## src/shapi_pkg.sv

```systemverilog
// --------------------
// shared definitions for the SHAPI register block of the PIO endpoint
// widths, word offsets of the register map, identity words and the
// write-sequencer state type; imported by every RTL file
// --------------------
package shapi_pkg;

    // widths
    localparam int addr_w     = 11;   // register address, in words
    localparam int data_w     = 32;
    localparam int be_w       = 4;    // one enable per byte lane
    localparam int dma_size_w = 21;   // dma byte size field
    localparam int n_dma_buf  = 8;    // dma buffer host-address slots
    localparam int buf_idx_w  = 3;    // current buffer, status bits 2..0

    // --------------------
    // device area
    // --------------------
    localparam int dev_id_n = 10;
    localparam logic [data_w-1:0] dev_id_words [dev_id_n] = '{
        32'h5348_0101,   // magic + major/minor
        32'h0000_0040,   // next header, points at the dma module
        32'h0A51_0042,   // hw id / vendor
        32'h0F17_0042,   // fw id / vendor
        32'h0001_0300,   // fw major/minor/patch
        32'h6A3C_91E0,   // build stamp
        32'h5049_4F5F,   // "PIO_"
        32'h5348_4150,   // "SHAP"
        32'h495F_4550,   // "I_EP"
        32'hC000_0000    // capabilities, full and soft reset
    };
    localparam logic [addr_w-1:0] dev_status_addr  = 11'h00A;  // reads zero
    localparam logic [addr_w-1:0] dev_control_addr = 11'h00B;  // reads zero
    localparam logic [addr_w-1:0] dev_scratch_addr = 11'h00F;
    localparam logic [data_w-1:0] scratch_rst_val  = 32'h0000_00BB;

    // --------------------
    // dma module area
    // --------------------
    localparam logic [addr_w-1:0] mod_base = 11'h040;
    localparam int mod_id_n = 7;
    localparam logic [data_w-1:0] mod_id_words [mod_id_n] = '{
        32'h5348_4D01,   // module magic + version
        32'h0000_0000,   // last module in the chain
        32'h00DA_0042,   // fw id / vendor
        32'h0001_0200,   // fw version
        32'h444D_415F,   // name, low word "DMA_"
        32'h4348_3031,   // name, high word "CH01"
        32'hC000_0001    // capabilities, multi interrupt
    };

    // offsets from mod_base
    localparam logic [addr_w-1:0] mod_status_off     = 11'h007;
    localparam logic [addr_w-1:0] mod_control_off    = 11'h008;
    localparam logic [addr_w-1:0] mod_irq_id_off     = 11'h009;
    localparam logic [addr_w-1:0] mod_irq_clear_off  = 11'h00A;
    localparam logic [addr_w-1:0] mod_irq_mask_off   = 11'h00B;
    localparam logic [addr_w-1:0] mod_irq_flag_off   = 11'h00C;
    localparam logic [addr_w-1:0] mod_irq_active_off = 11'h00D;
    localparam logic [addr_w-1:0] dma_status_off     = 11'h010;
    localparam logic [addr_w-1:0] dma_control_off    = 11'h011;
    localparam logic [addr_w-1:0] dma_size_off       = 11'h012;
    localparam logic [addr_w-1:0] dma_max_bytes_off  = 11'h013;
    localparam logic [addr_w-1:0] tlp_payload_off    = 11'h014;
    localparam logic [addr_w-1:0] dma_addr_base_off  = 11'h020;  // slot 0, slots follow
    localparam logic [addr_w-1:0] dma_ch1_off        = 11'h028;

    // constant module words
    localparam logic [data_w-1:0] mod_irq_id    = 32'h0000_0010;
    localparam logic [data_w-1:0] dma_max_bytes = 32'h0010_0000;  // 1 MiB
    localparam logic [data_w-1:0] tlp_payload   = 32'h0000_0080;  // 128 byte tlp

    // write sequence
    typedef enum logic [1:0] {
        wr_idle,
        wr_wait,
        wr_read,
        wr_write
    } wr_state_t;

endpackage

```

## src/pio_wr_seq.sv

```systemverilog
// --------------------
// write sequencer of the register block
// takes a one-cycle write strobe from the rx engine, walks
// idle/wait/read/write and hands the reordered, lane-masked word to the
// registers as a one-cycle commit; busy covers the whole sequence
// --------------------
module pio_wr_seq
(
    input  logic                          clk,
    input  logic                          rst_n,
    input  logic                          wr_en_i,
    input  logic [shapi_pkg::addr_w-1:0]  wr_addr_i,
    input  logic [shapi_pkg::be_w-1:0]    wr_be_i,
    input  logic [shapi_pkg::data_w-1:0]  wr_data_i,
    output logic                          wr_busy_o,
    output logic                          commit_o,
    output logic [shapi_pkg::addr_w-1:0]  commit_addr_o,
    output logic [shapi_pkg::data_w-1:0]  commit_data_o
);
    import shapi_pkg::*;

    wr_state_t            state;
    logic                 accept;      // strobe seen while idle
    logic [addr_w-1:0]    addr_q;
    logic [be_w-1:0]      be_q;
    logic [data_w-1:0]    data_q;
    logic [data_w-1:0]    swap_data;   // reordered, disabled lanes zero

    assign accept    = wr_en_i && (state == wr_idle);
    assign wr_busy_o = wr_en_i | (state != wr_idle);

    // tlp payload has the lowest address byte in bits 31..24
    // stored lane n takes host byte 3-n, gated by its own enable
    always_comb
    begin
        for (int n = 0; n < be_w; n++)
        begin
            swap_data[8*n +: 8] = be_q[n] ? data_q[8*(be_w-1-n) +: 8] : 8'h00;
        end
    end

    // --------------------
    // sequence fsm
    // --------------------
    always_ff @(posedge clk)
    begin
        if (!rst_n)
        begin
            state    <= wr_idle;
            commit_o <= 1'b0;
        end
        else
        begin
            commit_o <= 1'b0;                 // single pulse only
            case (state)
                wr_idle:
                begin
                    if (wr_en_i)
                        state <= wr_wait;
                end
                wr_wait:  state <= wr_read;   // timing step
                wr_read:  state <= wr_write;  // timing step, no real rmw
                wr_write:
                begin
                    commit_o <= 1'b1;
                    state    <= wr_idle;      // next write may start here
                end
                default:  state <= wr_idle;
            endcase
        end
    end

    // payload, captured at acceptance and at the write step
    always_ff @(posedge clk)
    begin
        if (accept)
        begin
            addr_q <= wr_addr_i;
            be_q   <= wr_be_i;
            data_q <= wr_data_i;
        end
        if (state == wr_write)
        begin
            commit_addr_o <= addr_q;          // held apart from addr_q, which
            commit_data_o <= swap_data;       // a back-to-back write reloads
        end
    end

endmodule

```

## src/dma_addr_slot.sv

```systemverilog
// --------------------
// one dma buffer host-address slot
// loads on a commit to its own word, flags reads of that word and
// flags when the dma engine points at this buffer
// --------------------
module dma_addr_slot #(
    parameter int slot_idx = 0   // below n_dma_buf
)
(
    input  logic                             clk,
    input  logic                             rst_n,
    input  logic                             commit_i,
    input  logic [shapi_pkg::addr_w-1:0]     commit_addr_i,
    input  logic [shapi_pkg::data_w-1:0]     commit_data_i,
    input  logic [shapi_pkg::addr_w-1:0]     rd_addr_i,
    input  logic [shapi_pkg::buf_idx_w-1:0]  buf_idx_i,
    output logic [shapi_pkg::data_w-1:0]     addr_o,
    output logic                             rd_hit_o,
    output logic                             buf_hit_o
);
    import shapi_pkg::*;

    localparam logic [addr_w-1:0] own_addr =
        addr_w'(mod_base + dma_addr_base_off + slot_idx);

    always_ff @(posedge clk)
    begin
        if (!rst_n)
            addr_o <= '0;
        else if (commit_i && (commit_addr_i == own_addr))
            addr_o <= commit_data_i;          // full word, no field limits
    end

    assign rd_hit_o  = (rd_addr_i == own_addr);
    assign buf_hit_o = (buf_idx_i == buf_idx_w'(slot_idx));  // current buffer

endmodule

```

## src/shapi_ctrl_regs.sv

```systemverilog
// --------------------
// writable registers of the device and dma module areas
// scratch, module control, irq clear/mask, dma control, dma byte size
// and the channel-1 host address, all loaded from the commit word
// --------------------
module shapi_ctrl_regs
(
    input  logic                              clk,
    input  logic                              rst_n,
    input  logic                              commit_i,
    input  logic [shapi_pkg::addr_w-1:0]      commit_addr_i,
    input  logic [shapi_pkg::data_w-1:0]      commit_data_i,
    output logic [shapi_pkg::data_w-1:0]      scratch_o,
    output logic [1:0]                        mod_control_o,   // full rst, soft rst
    output logic [shapi_pkg::data_w-1:0]      irq_clear_o,
    output logic [shapi_pkg::data_w-1:0]      irq_mask_o,
    output logic [shapi_pkg::data_w-1:0]      control_o,
    output logic [shapi_pkg::dma_size_w-1:0]  dma_size_o,
    output logic [shapi_pkg::data_w-1:0]      dma_ha_ch1_o
);
    import shapi_pkg::*;

    // --------------------
    // commit decode
    // --------------------
    always_ff @(posedge clk)
    begin
        if (!rst_n)
        begin
            scratch_o     <= scratch_rst_val;    // only non-zero reset
            mod_control_o <= 2'b00;
            irq_clear_o   <= '0;
            irq_mask_o    <= '0;
            control_o     <= '0;
            dma_size_o    <= '0;
            dma_ha_ch1_o  <= '0;
        end
        else if (commit_i)
        begin
            case (commit_addr_i)
                dev_scratch_addr:
                    scratch_o <= commit_data_i;
                mod_base + mod_control_off:
                    mod_control_o <= commit_data_i[data_w-1 -: 2];  // bits 31..30
                mod_base + mod_irq_clear_off:
                    irq_clear_o <= commit_data_i;
                mod_base + mod_irq_mask_off:
                    irq_mask_o <= commit_data_i;
                mod_base + dma_control_off:
                    control_o <= commit_data_i;
                mod_base + dma_size_off:
                    dma_size_o <= commit_data_i[dma_size_w-1:0];    // byte count
                mod_base + dma_ch1_off:
                    dma_ha_ch1_o <= commit_data_i;
                default: ;   // slots decode their own word, rest is read only
            endcase
        end
    end

endmodule

```

## src/shapi_rd_mux.sv

```systemverilog
// --------------------
// read side of the register block, purely combinational
// picks the raw word for rd_addr_i, then swaps and masks the lanes
// also forms the channel-0 host address from the slot buffer hits
// --------------------
module shapi_rd_mux
(
    input  logic [shapi_pkg::addr_w-1:0]      rd_addr_i,
    input  logic [shapi_pkg::be_w-1:0]        rd_be_i,
    input  logic [shapi_pkg::data_w-1:0]      status_i,
    input  logic [shapi_pkg::data_w-1:0]      scratch_i,
    input  logic [1:0]                        mod_control_i,
    input  logic [shapi_pkg::data_w-1:0]      irq_clear_i,
    input  logic [shapi_pkg::data_w-1:0]      irq_mask_i,
    input  logic [shapi_pkg::data_w-1:0]      control_i,
    input  logic [shapi_pkg::dma_size_w-1:0]  dma_size_i,
    input  logic [shapi_pkg::data_w-1:0]      dma_ha_ch1_i,
    input  logic [shapi_pkg::data_w-1:0]      slot_addr_i [shapi_pkg::n_dma_buf],
    input  logic [shapi_pkg::n_dma_buf-1:0]   rd_hit_i,
    input  logic [shapi_pkg::n_dma_buf-1:0]   buf_hit_i,
    output logic [shapi_pkg::data_w-1:0]      rd_data_o,
    output logic [shapi_pkg::data_w-1:0]      dma_ha_ch0_o
);
    import shapi_pkg::*;

    logic [data_w-1:0] raw;   // word before lane handling

    // --------------------
    // raw word select
    // --------------------
    always_comb
    begin
        raw = data_w'(rd_addr_i);   // unmapped reads echo the address

        for (int i = 0; i < dev_id_n; i++)
        begin
            if (rd_addr_i == addr_w'(i))
                raw = dev_id_words[i];
        end
        for (int i = 0; i < mod_id_n; i++)
        begin
            if (rd_addr_i == addr_w'(mod_base + i))
                raw = mod_id_words[i];
        end

        case (rd_addr_i)
            dev_status_addr,
            dev_control_addr:               raw = '0;   // no endian/reset bits
            dev_scratch_addr:               raw = scratch_i;
            mod_base + mod_status_off:      raw = '0;
            mod_base + mod_control_off:     raw = {mod_control_i, {(data_w-2){1'b0}}};
            mod_base + mod_irq_id_off:      raw = mod_irq_id;
            mod_base + mod_irq_clear_off:   raw = irq_clear_i;
            mod_base + mod_irq_mask_off:    raw = irq_mask_i;
            mod_base + mod_irq_flag_off,
            mod_base + mod_irq_active_off:  raw = '0;   // no live irq sources
            mod_base + dma_status_off:      raw = status_i;
            mod_base + dma_control_off:     raw = control_i;
            mod_base + dma_size_off:        raw = data_w'(dma_size_i);
            mod_base + dma_max_bytes_off:   raw = dma_max_bytes;
            mod_base + tlp_payload_off:     raw = tlp_payload;
            mod_base + dma_ch1_off:         raw = dma_ha_ch1_i;
            default: ;
        endcase

        // at most one slot claims an address
        for (int i = 0; i < n_dma_buf; i++)
        begin
            if (rd_hit_i[i])
                raw = slot_addr_i[i];
        end
    end

    // lane swap back to payload order, enable n gates raw byte n
    always_comb
    begin
        for (int n = 0; n < be_w; n++)
        begin
            rd_data_o[8*(be_w-1-n) +: 8] = rd_be_i[n] ? raw[8*n +: 8] : 8'h00;
        end
    end

    // --------------------
    // channel-0 host address
    // --------------------
    always_comb
    begin
        dma_ha_ch0_o = '0;
        for (int i = 0; i < n_dma_buf; i++)
        begin
            if (buf_hit_i[i])
                dma_ha_ch0_o = dma_ha_ch0_o | slot_addr_i[i];   // one-hot or
        end
    end

endmodule

```

## src/pio_ep_shapi_regs.sv

```systemverilog
// --------------------
// register block of the PCIe PIO endpoint, top level
// write sequencer, control registers, eight dma address slots and the
// combinational read mux; host side is a plain strobe/busy interface
// --------------------
module pio_ep_shapi_regs
(
    input  logic                              clk,
    input  logic                              rst_n,
    // write side
    input  logic [shapi_pkg::addr_w-1:0]      wr_addr_i,
    input  logic [shapi_pkg::be_w-1:0]        wr_be_i,
    input  logic [shapi_pkg::data_w-1:0]      wr_data_i,
    input  logic                              wr_en_i,
    output logic                              wr_busy_o,
    // read side
    input  logic [shapi_pkg::addr_w-1:0]      rd_addr_i,
    input  logic [shapi_pkg::be_w-1:0]        rd_be_i,
    output logic [shapi_pkg::data_w-1:0]      rd_data_o,
    // dma side
    input  logic [shapi_pkg::data_w-1:0]      status_i,
    output logic [shapi_pkg::data_w-1:0]      control_o,
    output logic [shapi_pkg::dma_size_w-1:0]  dma_size_o,
    output logic [shapi_pkg::data_w-1:0]      dma_ha_ch0_o,
    output logic [shapi_pkg::data_w-1:0]      dma_ha_ch1_o
);
    import shapi_pkg::*;

    logic                  commit;
    logic [addr_w-1:0]     commit_addr;
    logic [data_w-1:0]     commit_data;
    logic [data_w-1:0]     scratch;
    logic [1:0]            mod_control;
    logic [data_w-1:0]     irq_clear;
    logic [data_w-1:0]     irq_mask;
    logic [data_w-1:0]     slot_addr [n_dma_buf];
    logic [n_dma_buf-1:0]  rd_hit;
    logic [n_dma_buf-1:0]  buf_hit;
    logic [buf_idx_w-1:0]  buf_idx;

    assign buf_idx = status_i[buf_idx_w-1:0];   // engine's current buffer

    pio_wr_seq u_wr_seq (
        .clk           (clk),
        .rst_n         (rst_n),
        .wr_en_i       (wr_en_i),
        .wr_addr_i     (wr_addr_i),
        .wr_be_i       (wr_be_i),
        .wr_data_i     (wr_data_i),
        .wr_busy_o     (wr_busy_o),
        .commit_o      (commit),
        .commit_addr_o (commit_addr),
        .commit_data_o (commit_data)
    );

    shapi_ctrl_regs u_ctrl_regs (
        .clk           (clk),
        .rst_n         (rst_n),
        .commit_i      (commit),
        .commit_addr_i (commit_addr),
        .commit_data_i (commit_data),
        .scratch_o     (scratch),
        .mod_control_o (mod_control),
        .irq_clear_o   (irq_clear),
        .irq_mask_o    (irq_mask),
        .control_o     (control_o),
        .dma_size_o    (dma_size_o),
        .dma_ha_ch1_o  (dma_ha_ch1_o)
    );

    for (genvar g = 0; g < n_dma_buf; g++)
    begin : g_slot
        dma_addr_slot #(.slot_idx(g)) u_slot (
            .clk           (clk),
            .rst_n         (rst_n),
            .commit_i      (commit),
            .commit_addr_i (commit_addr),
            .commit_data_i (commit_data),
            .rd_addr_i     (rd_addr_i),
            .buf_idx_i     (buf_idx),
            .addr_o        (slot_addr[g]),
            .rd_hit_o      (rd_hit[g]),
            .buf_hit_o     (buf_hit[g])
        );
    end

    shapi_rd_mux u_rd_mux (
        .rd_addr_i     (rd_addr_i),
        .rd_be_i       (rd_be_i),
        .status_i      (status_i),
        .scratch_i     (scratch),
        .mod_control_i (mod_control),
        .irq_clear_i   (irq_clear),
        .irq_mask_i    (irq_mask),
        .control_i     (control_o),
        .dma_size_i    (dma_size_o),
        .dma_ha_ch1_i  (dma_ha_ch1_o),
        .slot_addr_i   (slot_addr),
        .rd_hit_i      (rd_hit),
        .buf_hit_i     (buf_hit),
        .rd_data_o     (rd_data_o),
        .dma_ha_ch0_o  (dma_ha_ch0_o)
    );

endmodule

```

## config.mk

```make
export PLATFORM = sky130hd
export DESIGN_NAME = pio_ep_shapi_regs
export DESIGN_NICKNAME = d
export VERILOG_FILES = /design/src/shapi_pkg.sv /design/src/pio_wr_seq.sv /design/src/dma_addr_slot.sv /design/src/shapi_ctrl_regs.sv /design/src/shapi_rd_mux.sv /design/src/pio_ep_shapi_regs.sv
export SDC_FILE = /design/constraint.sdc
export NUM_CORES = 1
export LEC_CHECK = 0
export BUFFER_PORTS_ARGS = -buffer_cell sky130_fd_sc_hd__buf_2
export CAP_MARGIN = 20
export CORE_ASPECT_RATIO = 0.7
export CORE_MARGIN = 1
export CORE_UTILIZATION = 42
export CTS_CLUSTER_DIAMETER = 80
export DETAILED_ROUTE_END_ITERATION = 10
export SYNTH_ARGS = -nofsm -noshare
export SYNTH_HDL_FRONTEND = slang
export SYNTH_HIERARCHICAL = 1
export SYNTH_SLANG_ARGS = --single-unit
```

## constraint.sdc

```tcl
create_clock -name clk -period 3.1 [get_ports clk]
set_input_delay 0.31 -clock clk [delete_from_list [all_inputs] [get_ports clk]]
set_output_delay 0.31 -clock clk [all_outputs]
set_load 0.02 [all_outputs]
```

; ---- Word-level counts from Yosys, hierarchy flattened
; Cells that the tools add are included.
[classes]
n_bitwise = 8
n_reduce_logical = 21
n_eq_ne = 66
muxes = 41
[op_table]
columns = operator, count
row1 = two-way mux 32 bit, 32
row2 = == test 11 x 7 -> 1 bit (second input constant), 42
row3 = one-hot mux 32 bit (12 select lines), 1
row4 = OR 32 bit, 7
row5 = == test 11 x 4 -> 1 bit (second input constant), 6
row6 = == test 11 x 3 -> 1 bit (second input constant), 4
row7 = two-way mux 8 bit, 4
row8 = two-way mux 31 bit, 1
row9 = == test 11 x 2 -> 1 bit (second input constant), 2
row10 = AND reduction 2 bit, 7
row11 = == test 3 bit (second input constant), 4
row12 = == test 11 x 1 -> 1 bit (second input constant), 1
row13 = zero test 11 bit, 1
row14 = logical AND 1 bit, 9
row15 = one-hot mux 2 bit (4 select lines), 1
row16 = == test 3 x 2 -> 1 bit (second input constant), 2
row17 = OR reduction 5 bit, 1
row18 = == test 2 bit (second input constant), 2
row19 = == test 3 x 1 -> 1 bit (second input constant), 1
row20 = zero test 3 bit, 1
row21 = == test 2 x 1 -> 1 bit (second input constant), 1
row22 = zero test 2 bit, 1
row23 = two-way mux 2 bit, 1
row24 = != test 2 bit (second input constant), 1
row25 = other kinds (3), 3
[totals]
elab_cells = 161
out_inout_bits = 150
ff_bits = 532

; ---- Longest topological paths before layout
[logic_depth]
word_depth = 28
mapped_depth = 11
mapped_depth_nobuf = 10

; ---- Hierarchy
; The synthesis kept the hierarchy.
[modules_own_cells]
columns = mod, area_each_um2, cells_per_inst, instances
row1 = shapi_ctrl_regs, 6736.5, 649, 1
row2 = shapi_rd_mux, 6600.1, 1061, 1
row3 = pio_wr_seq, 3094.2, 140, 1
row4 = dma_addr_slot at g_slot[1].u_slot ..., 1386.3, 148, 2
row5 = dma_addr_slot at g_slot[5].u_slot ..., 1381.3, 149, 2
row6 = dma_addr_slot at g_slot[4].u_slot, 1378.8, 148, 1
row7 = dma_addr_slot at g_slot[0].u_slot, 1371.3, 148, 1
row8 = dma_addr_slot at g_slot[3].u_slot, 1356.3, 148, 1
row9 = dma_addr_slot at g_slot[7].u_slot, 1353.8, 147, 1

; ---- Worst setup path after synthesis
; No wires, ideal clock.
[synth_timing]
kind = input port to output port
start = input port rd_addr_i[2] in the netlist's numbering
end = output port rd_data_o[27] in the netlist's numbering
path_slack_ns = -0.173
arrival_time_ns = 2.963
stages = 10
required_ns = 2.790
path_cell_list = nor4b_1 nand4_1 nor4b_1 clkbuf_1 clkbuf_1 nand2_1 nand3_1 a211o_1 nor3_1 o41ai_1
[synth_via]
word_cells_on_any_way = 69
[synth_lines]
columns = element, line_no
row1 = from (decl), pio_ep_shapi_regs.sv:17  ; input logic [shapi_pkg::addr_w-1:0] rd_addr_i,
row2 = == test 11 x 7 -> 1 bit, dma_addr_slot.sv:34  ; assign rd_hit_o = (rd_addr_i == own_addr);
row3 = net rd_hit[3], pio_ep_shapi_regs.sv:37  ; logic [n_dma_buf-1:0] rd_hit;
row4 = two-way mux 32 bit (5 in a row), shapi_rd_mux.sv:69  ; if (rd_hit_i[i])
row5 = two-way mux 8 bit, shapi_rd_mux.sv:79  ; rd_data_o[8*(be_w-1-n) +: 8] = rd_be_i[n] ? raw[8*n +: 8] : 8'h00;
row6 = to (decl), pio_ep_shapi_regs.sv:19  ; output logic [shapi_pkg::data_w-1:0] rd_data_o,
; The timed path passes the listed nets, and every way through them passes these cells.

; ---- Final worst setup path
[layout_timing]
start = input port rd_addr_i[2] in the netlist's numbering
end = output port rd_data_o[27] in the netlist's numbering
[layout_via]
elab_chain_len = 28
word_cells_on_any_way = 69
[layout_lines]
columns = element, line_no
row1 = zero test 11 bit, shapi_rd_mux.sv:37  ; if (rd_addr_i == addr_w'(i))
row2 = two-way mux 31 bit, shapi_rd_mux.sv:37
row3 = two-way mux 32 bit (9 in a row), shapi_rd_mux.sv:37
row4 = two-way mux 32 bit (7 in a row), shapi_rd_mux.sv:42  ; if (rd_addr_i == addr_w'(mod_base + i))
row5 = one-hot mux 32 bit (12 select lines), shapi_rd_mux.sv:46  ; case (rd_addr_i)
row6 = two-way mux 32 bit (7 in a row), shapi_rd_mux.sv:69
row7 = two-way mux 32 bit (*), shapi_rd_mux.sv:69
row8 = two-way mux 8 bit (*), shapi_rd_mux.sv:79
; Mark *: on every way between the ends. The rest lies on a longest branch, timed or not.

==> impl_metrics.ini <==
[drt]
drtPass1Iterations = 8
vias_per_cell = 6.10
drc_errors = 0
ant_nets = 0
wirelength_mm = 117
wl_per_cell_um = 26.5
num_vias = 27000
drt_iter0_markers = 3180

[synth]
yosys_register_bits = 532
synth.avg_cell_area_um2 = 9.04
syn_nets = 3137
ys_warn_count = 6
synthArstFlopShare = 0
synthCells = 3035
synth.distinct_cells = 95
yosysSeqAreaShare = 0.421
synth-edff-count = 90
synth_ff_type = dfxtp_1
synth_area_mm2 = 0.0274

[floorplanning]
die_w_um = 307
core_mm2 = 0.0639
num_rows = 77
num_io_pins = 247
dieHeight_um = 216
floorplan.initialDensity = 0.429
die_area_mm2 = 0.0663

[sta]
timing_hold_violations_final = 0
finalWorstSetupSlack_ps = -148
setup_viol = 15
skew_ps = 24.2
drv_slew = 0
hold_ws_ps = 53.7
slew_headroom = 0.459
rsz0062_at_grt = true
fmax_ghz = 0.308
fin_crit_ps = 3250
worstMarginPinSlew_ps = 809
period_share = 1.05

[worst_setup_path]
rr_worst_depth = 4
critPathMaxFanout = 28
end_kind = output port
reg2reg_from = u_wr_seq/commit_addr_o[8]$_DFFE_PN_
criticalPathCategory = primary input to output port
arrival_ps = 2940
start_kind = primary input
startpoint = rd_addr_i[2]
critPathRequiredTime_ps = 2790

[cts]
cts_made_buffers = 54
cts.clk_slew.worst_paths_ps = 60
cts_buffer_depth = 3
clock-sinks = 532
clk_latency_ps = 650
cts_root_buf = clkbuf_16
htreeDepth = 2
cts_tree = built

[placed_design]
port_buffers = 246
dp.cells = 4237
post-place-ws_ps = -462
gp_congestion = 0.996
hpwl_mm = 81.5

[power]
vdd_ir_drop_max_mv = 0.438
total_power_mw = 16.1
pwr_density_cell_mw_per_mm2 = 448
p_leak_nw = 14.6

[min_path]
hold_depth = 3
min_from = wr_en_i
hold_class = primary input to flip-flop

[global_route]
grt_pass1_vias = 26000
globalRouteOverflowTotal = 0
grt_first_pass_wirelength_mm = 169
grt_max_degree = 131
grt_usage = 0.339
grt_antenna_before_repair = 3

[cells_and_area]
multi_input_area_mm2 = 0.0155
drive_gt1_frac = 0.267
layout.cells.non_filler = 4431
area_delta_synth_final_pct = 30.8
fin_nets = 3624
antenna_cells = 0
fillers = 5669
regArea_mm2 = 0.0116

[job]
drv_cap = 0

[outcome]
violations = negative setup slack
status = complete, but fails checks
[per-stage QoR]
stage | area, um2 | util | setup TNS (ps)
final | 35900 | 0.561 | -946
after global routing | 35900 | 0.561 | -2170
after CTS | 35000 | 0.547 | -1160
after detailed placement | 31500 | 0.493 | -7920
after global placement | 31500 | 0.493 | -7910
after floorplan | 27400 | - | 0
[repair_timing]
action	CTS	global route
hold endpoints to repair	47	0
pin swaps	67	71
resized for setup	196	163
buffers inserted	31	24
cloned	0	2
setup endpoints to repair	32	32
hold buffers	47	0
[synth_stat cells, drive strengths merged (12+ instances only)]
cell    instances  area, um2
a211oi         17        128
a21oi          86        434
a221oi         22        193
a222oi         19        190
a22oi         159       1190
a31oi          30        194
and2           37        233
and3           35        219
buf            85        817
clkbuf        167        627
dfxtp         442       8850
edfxtp         90       2700
inv            23       86.3
mux2i         449       4490
nand2         825       3100
nand2b         23        151
nand3          21        110
nand4          58        394
nor2           60        225
nor2b          31        194
nor3           28        194
nor4           12        118
nor4b          27        293
o211ai         34        255
o21a           13       97.6
o21ai          57        285
o221ai         14        123
[area by class of cell]
type / count / share of cell area
flip-flops and latches: 532 / 0.322
inverters: 26 / 0.00324
clock buffers: 77 / 0.0441
well taps: 869 / 0.0303
clock inverters: 19 / 0.00761
multi-input cells: 2225 / 0.433
repair buffers: 683 / 0.160
[registers in the layout, indices dropped and copies added (netlist names)]
signal                     cells
u_wr_seq/commit_o              1
u_wr_seq/commit_data_o        32
u_wr_seq/commit_addr_o        11
u_ctrl_regs/dma_ha_ch1_o      32
g_slot.u_slot/addr_o         256
u_wr_seq/state                 2
u_ctrl_regs/mod_control_o      2
u_wr_seq/data_q               32
u_wr_seq/be_q                  4
u_ctrl_regs/scratch_o         32
u_ctrl_regs/irq_mask_o        32
u_wr_seq/addr_q               11
u_ctrl_regs/dma_size_o        21
u_ctrl_regs/control_o         32
u_ctrl_regs/irq_clear_o       32
[path summary, 6_finish.rpt]
check | endpoint | slack (ps)
hold / removal | u_wr_seq/state[0]$_SDFFE_PN0P_ | 50
setup / recovery | rd_data_o[27] | -150
setup reg to reg | u_ctrl_regs/scratch_o[0]$_SDFFE_PN1P_ | 930
hold reg to reg | u_wr_seq/commit_addr_o[8]$_DFFE_PN_ | 420
[where the power goes]
group / total, mW / internal [mW] / switching (mW)
clock: 7.05 / 4.11 / 2.94
sequential: 7.58 / 7.32 / 0.259
combinational: 1.42 / 0.525 / 0.897
[kinds of logic after synthesis]
logic type               after synthesis  share of synthesized area
buffers and inverters                278                     0.0562
adder cells (fa/ha/maj)                5                    0.00228
multiplexers                         457                      0.167
AND/OR/NAND/NOR                     1213                      0.209
flip-flops                           532                      0.421
AO/OA/AOI/OAI                        550                      0.144
[metal layers]
layer / GRT usage / vias up / share of wire / routed length, um
met4: 0.152 / 2 / 0.046 / 5450
met5: 0 / - / 0.00020 / 24
met1: 0.464 / 13200 / 0.42 / 48800
li1: - / 11900 / - / -
met2: 0.519 / 1622 / 0.44 / 51200
met3: 0.0630 / 304 / 0.10 / 12000
[layout by cell type, fill, tap and decap left out, drive strengths merged, types with 28 or more instances in the layout]
cell type    Yosys  layout
a22oi          159     159
and2            37      37
dlygate4sd3      0      47
nor3            28      28
nand2          825     825
buf             85     635
nor2b           31      31
clkbuf         167      78
o21ai           57      57
nand4           58      58
edfxtp          90      90
o211ai          34      34
a21oi           86      86
a31oi           30      30
nor2            60      60
and3            35      35
mux2i          449     449
dfxtp          442     442
[worst max-delay path, cell delays in order]
cell and delay (ps):
buf_6 100, buf_8 120, buf_12 180, nand4_1 410
nor3_4 410, a221oi_2 120, a21boi_1 150, a221oi_1 330
buf_4 190, nor3_4 50, o41ai_4 350, buf_4 210
Note: power is estimated with default switching activity, not from simulation.
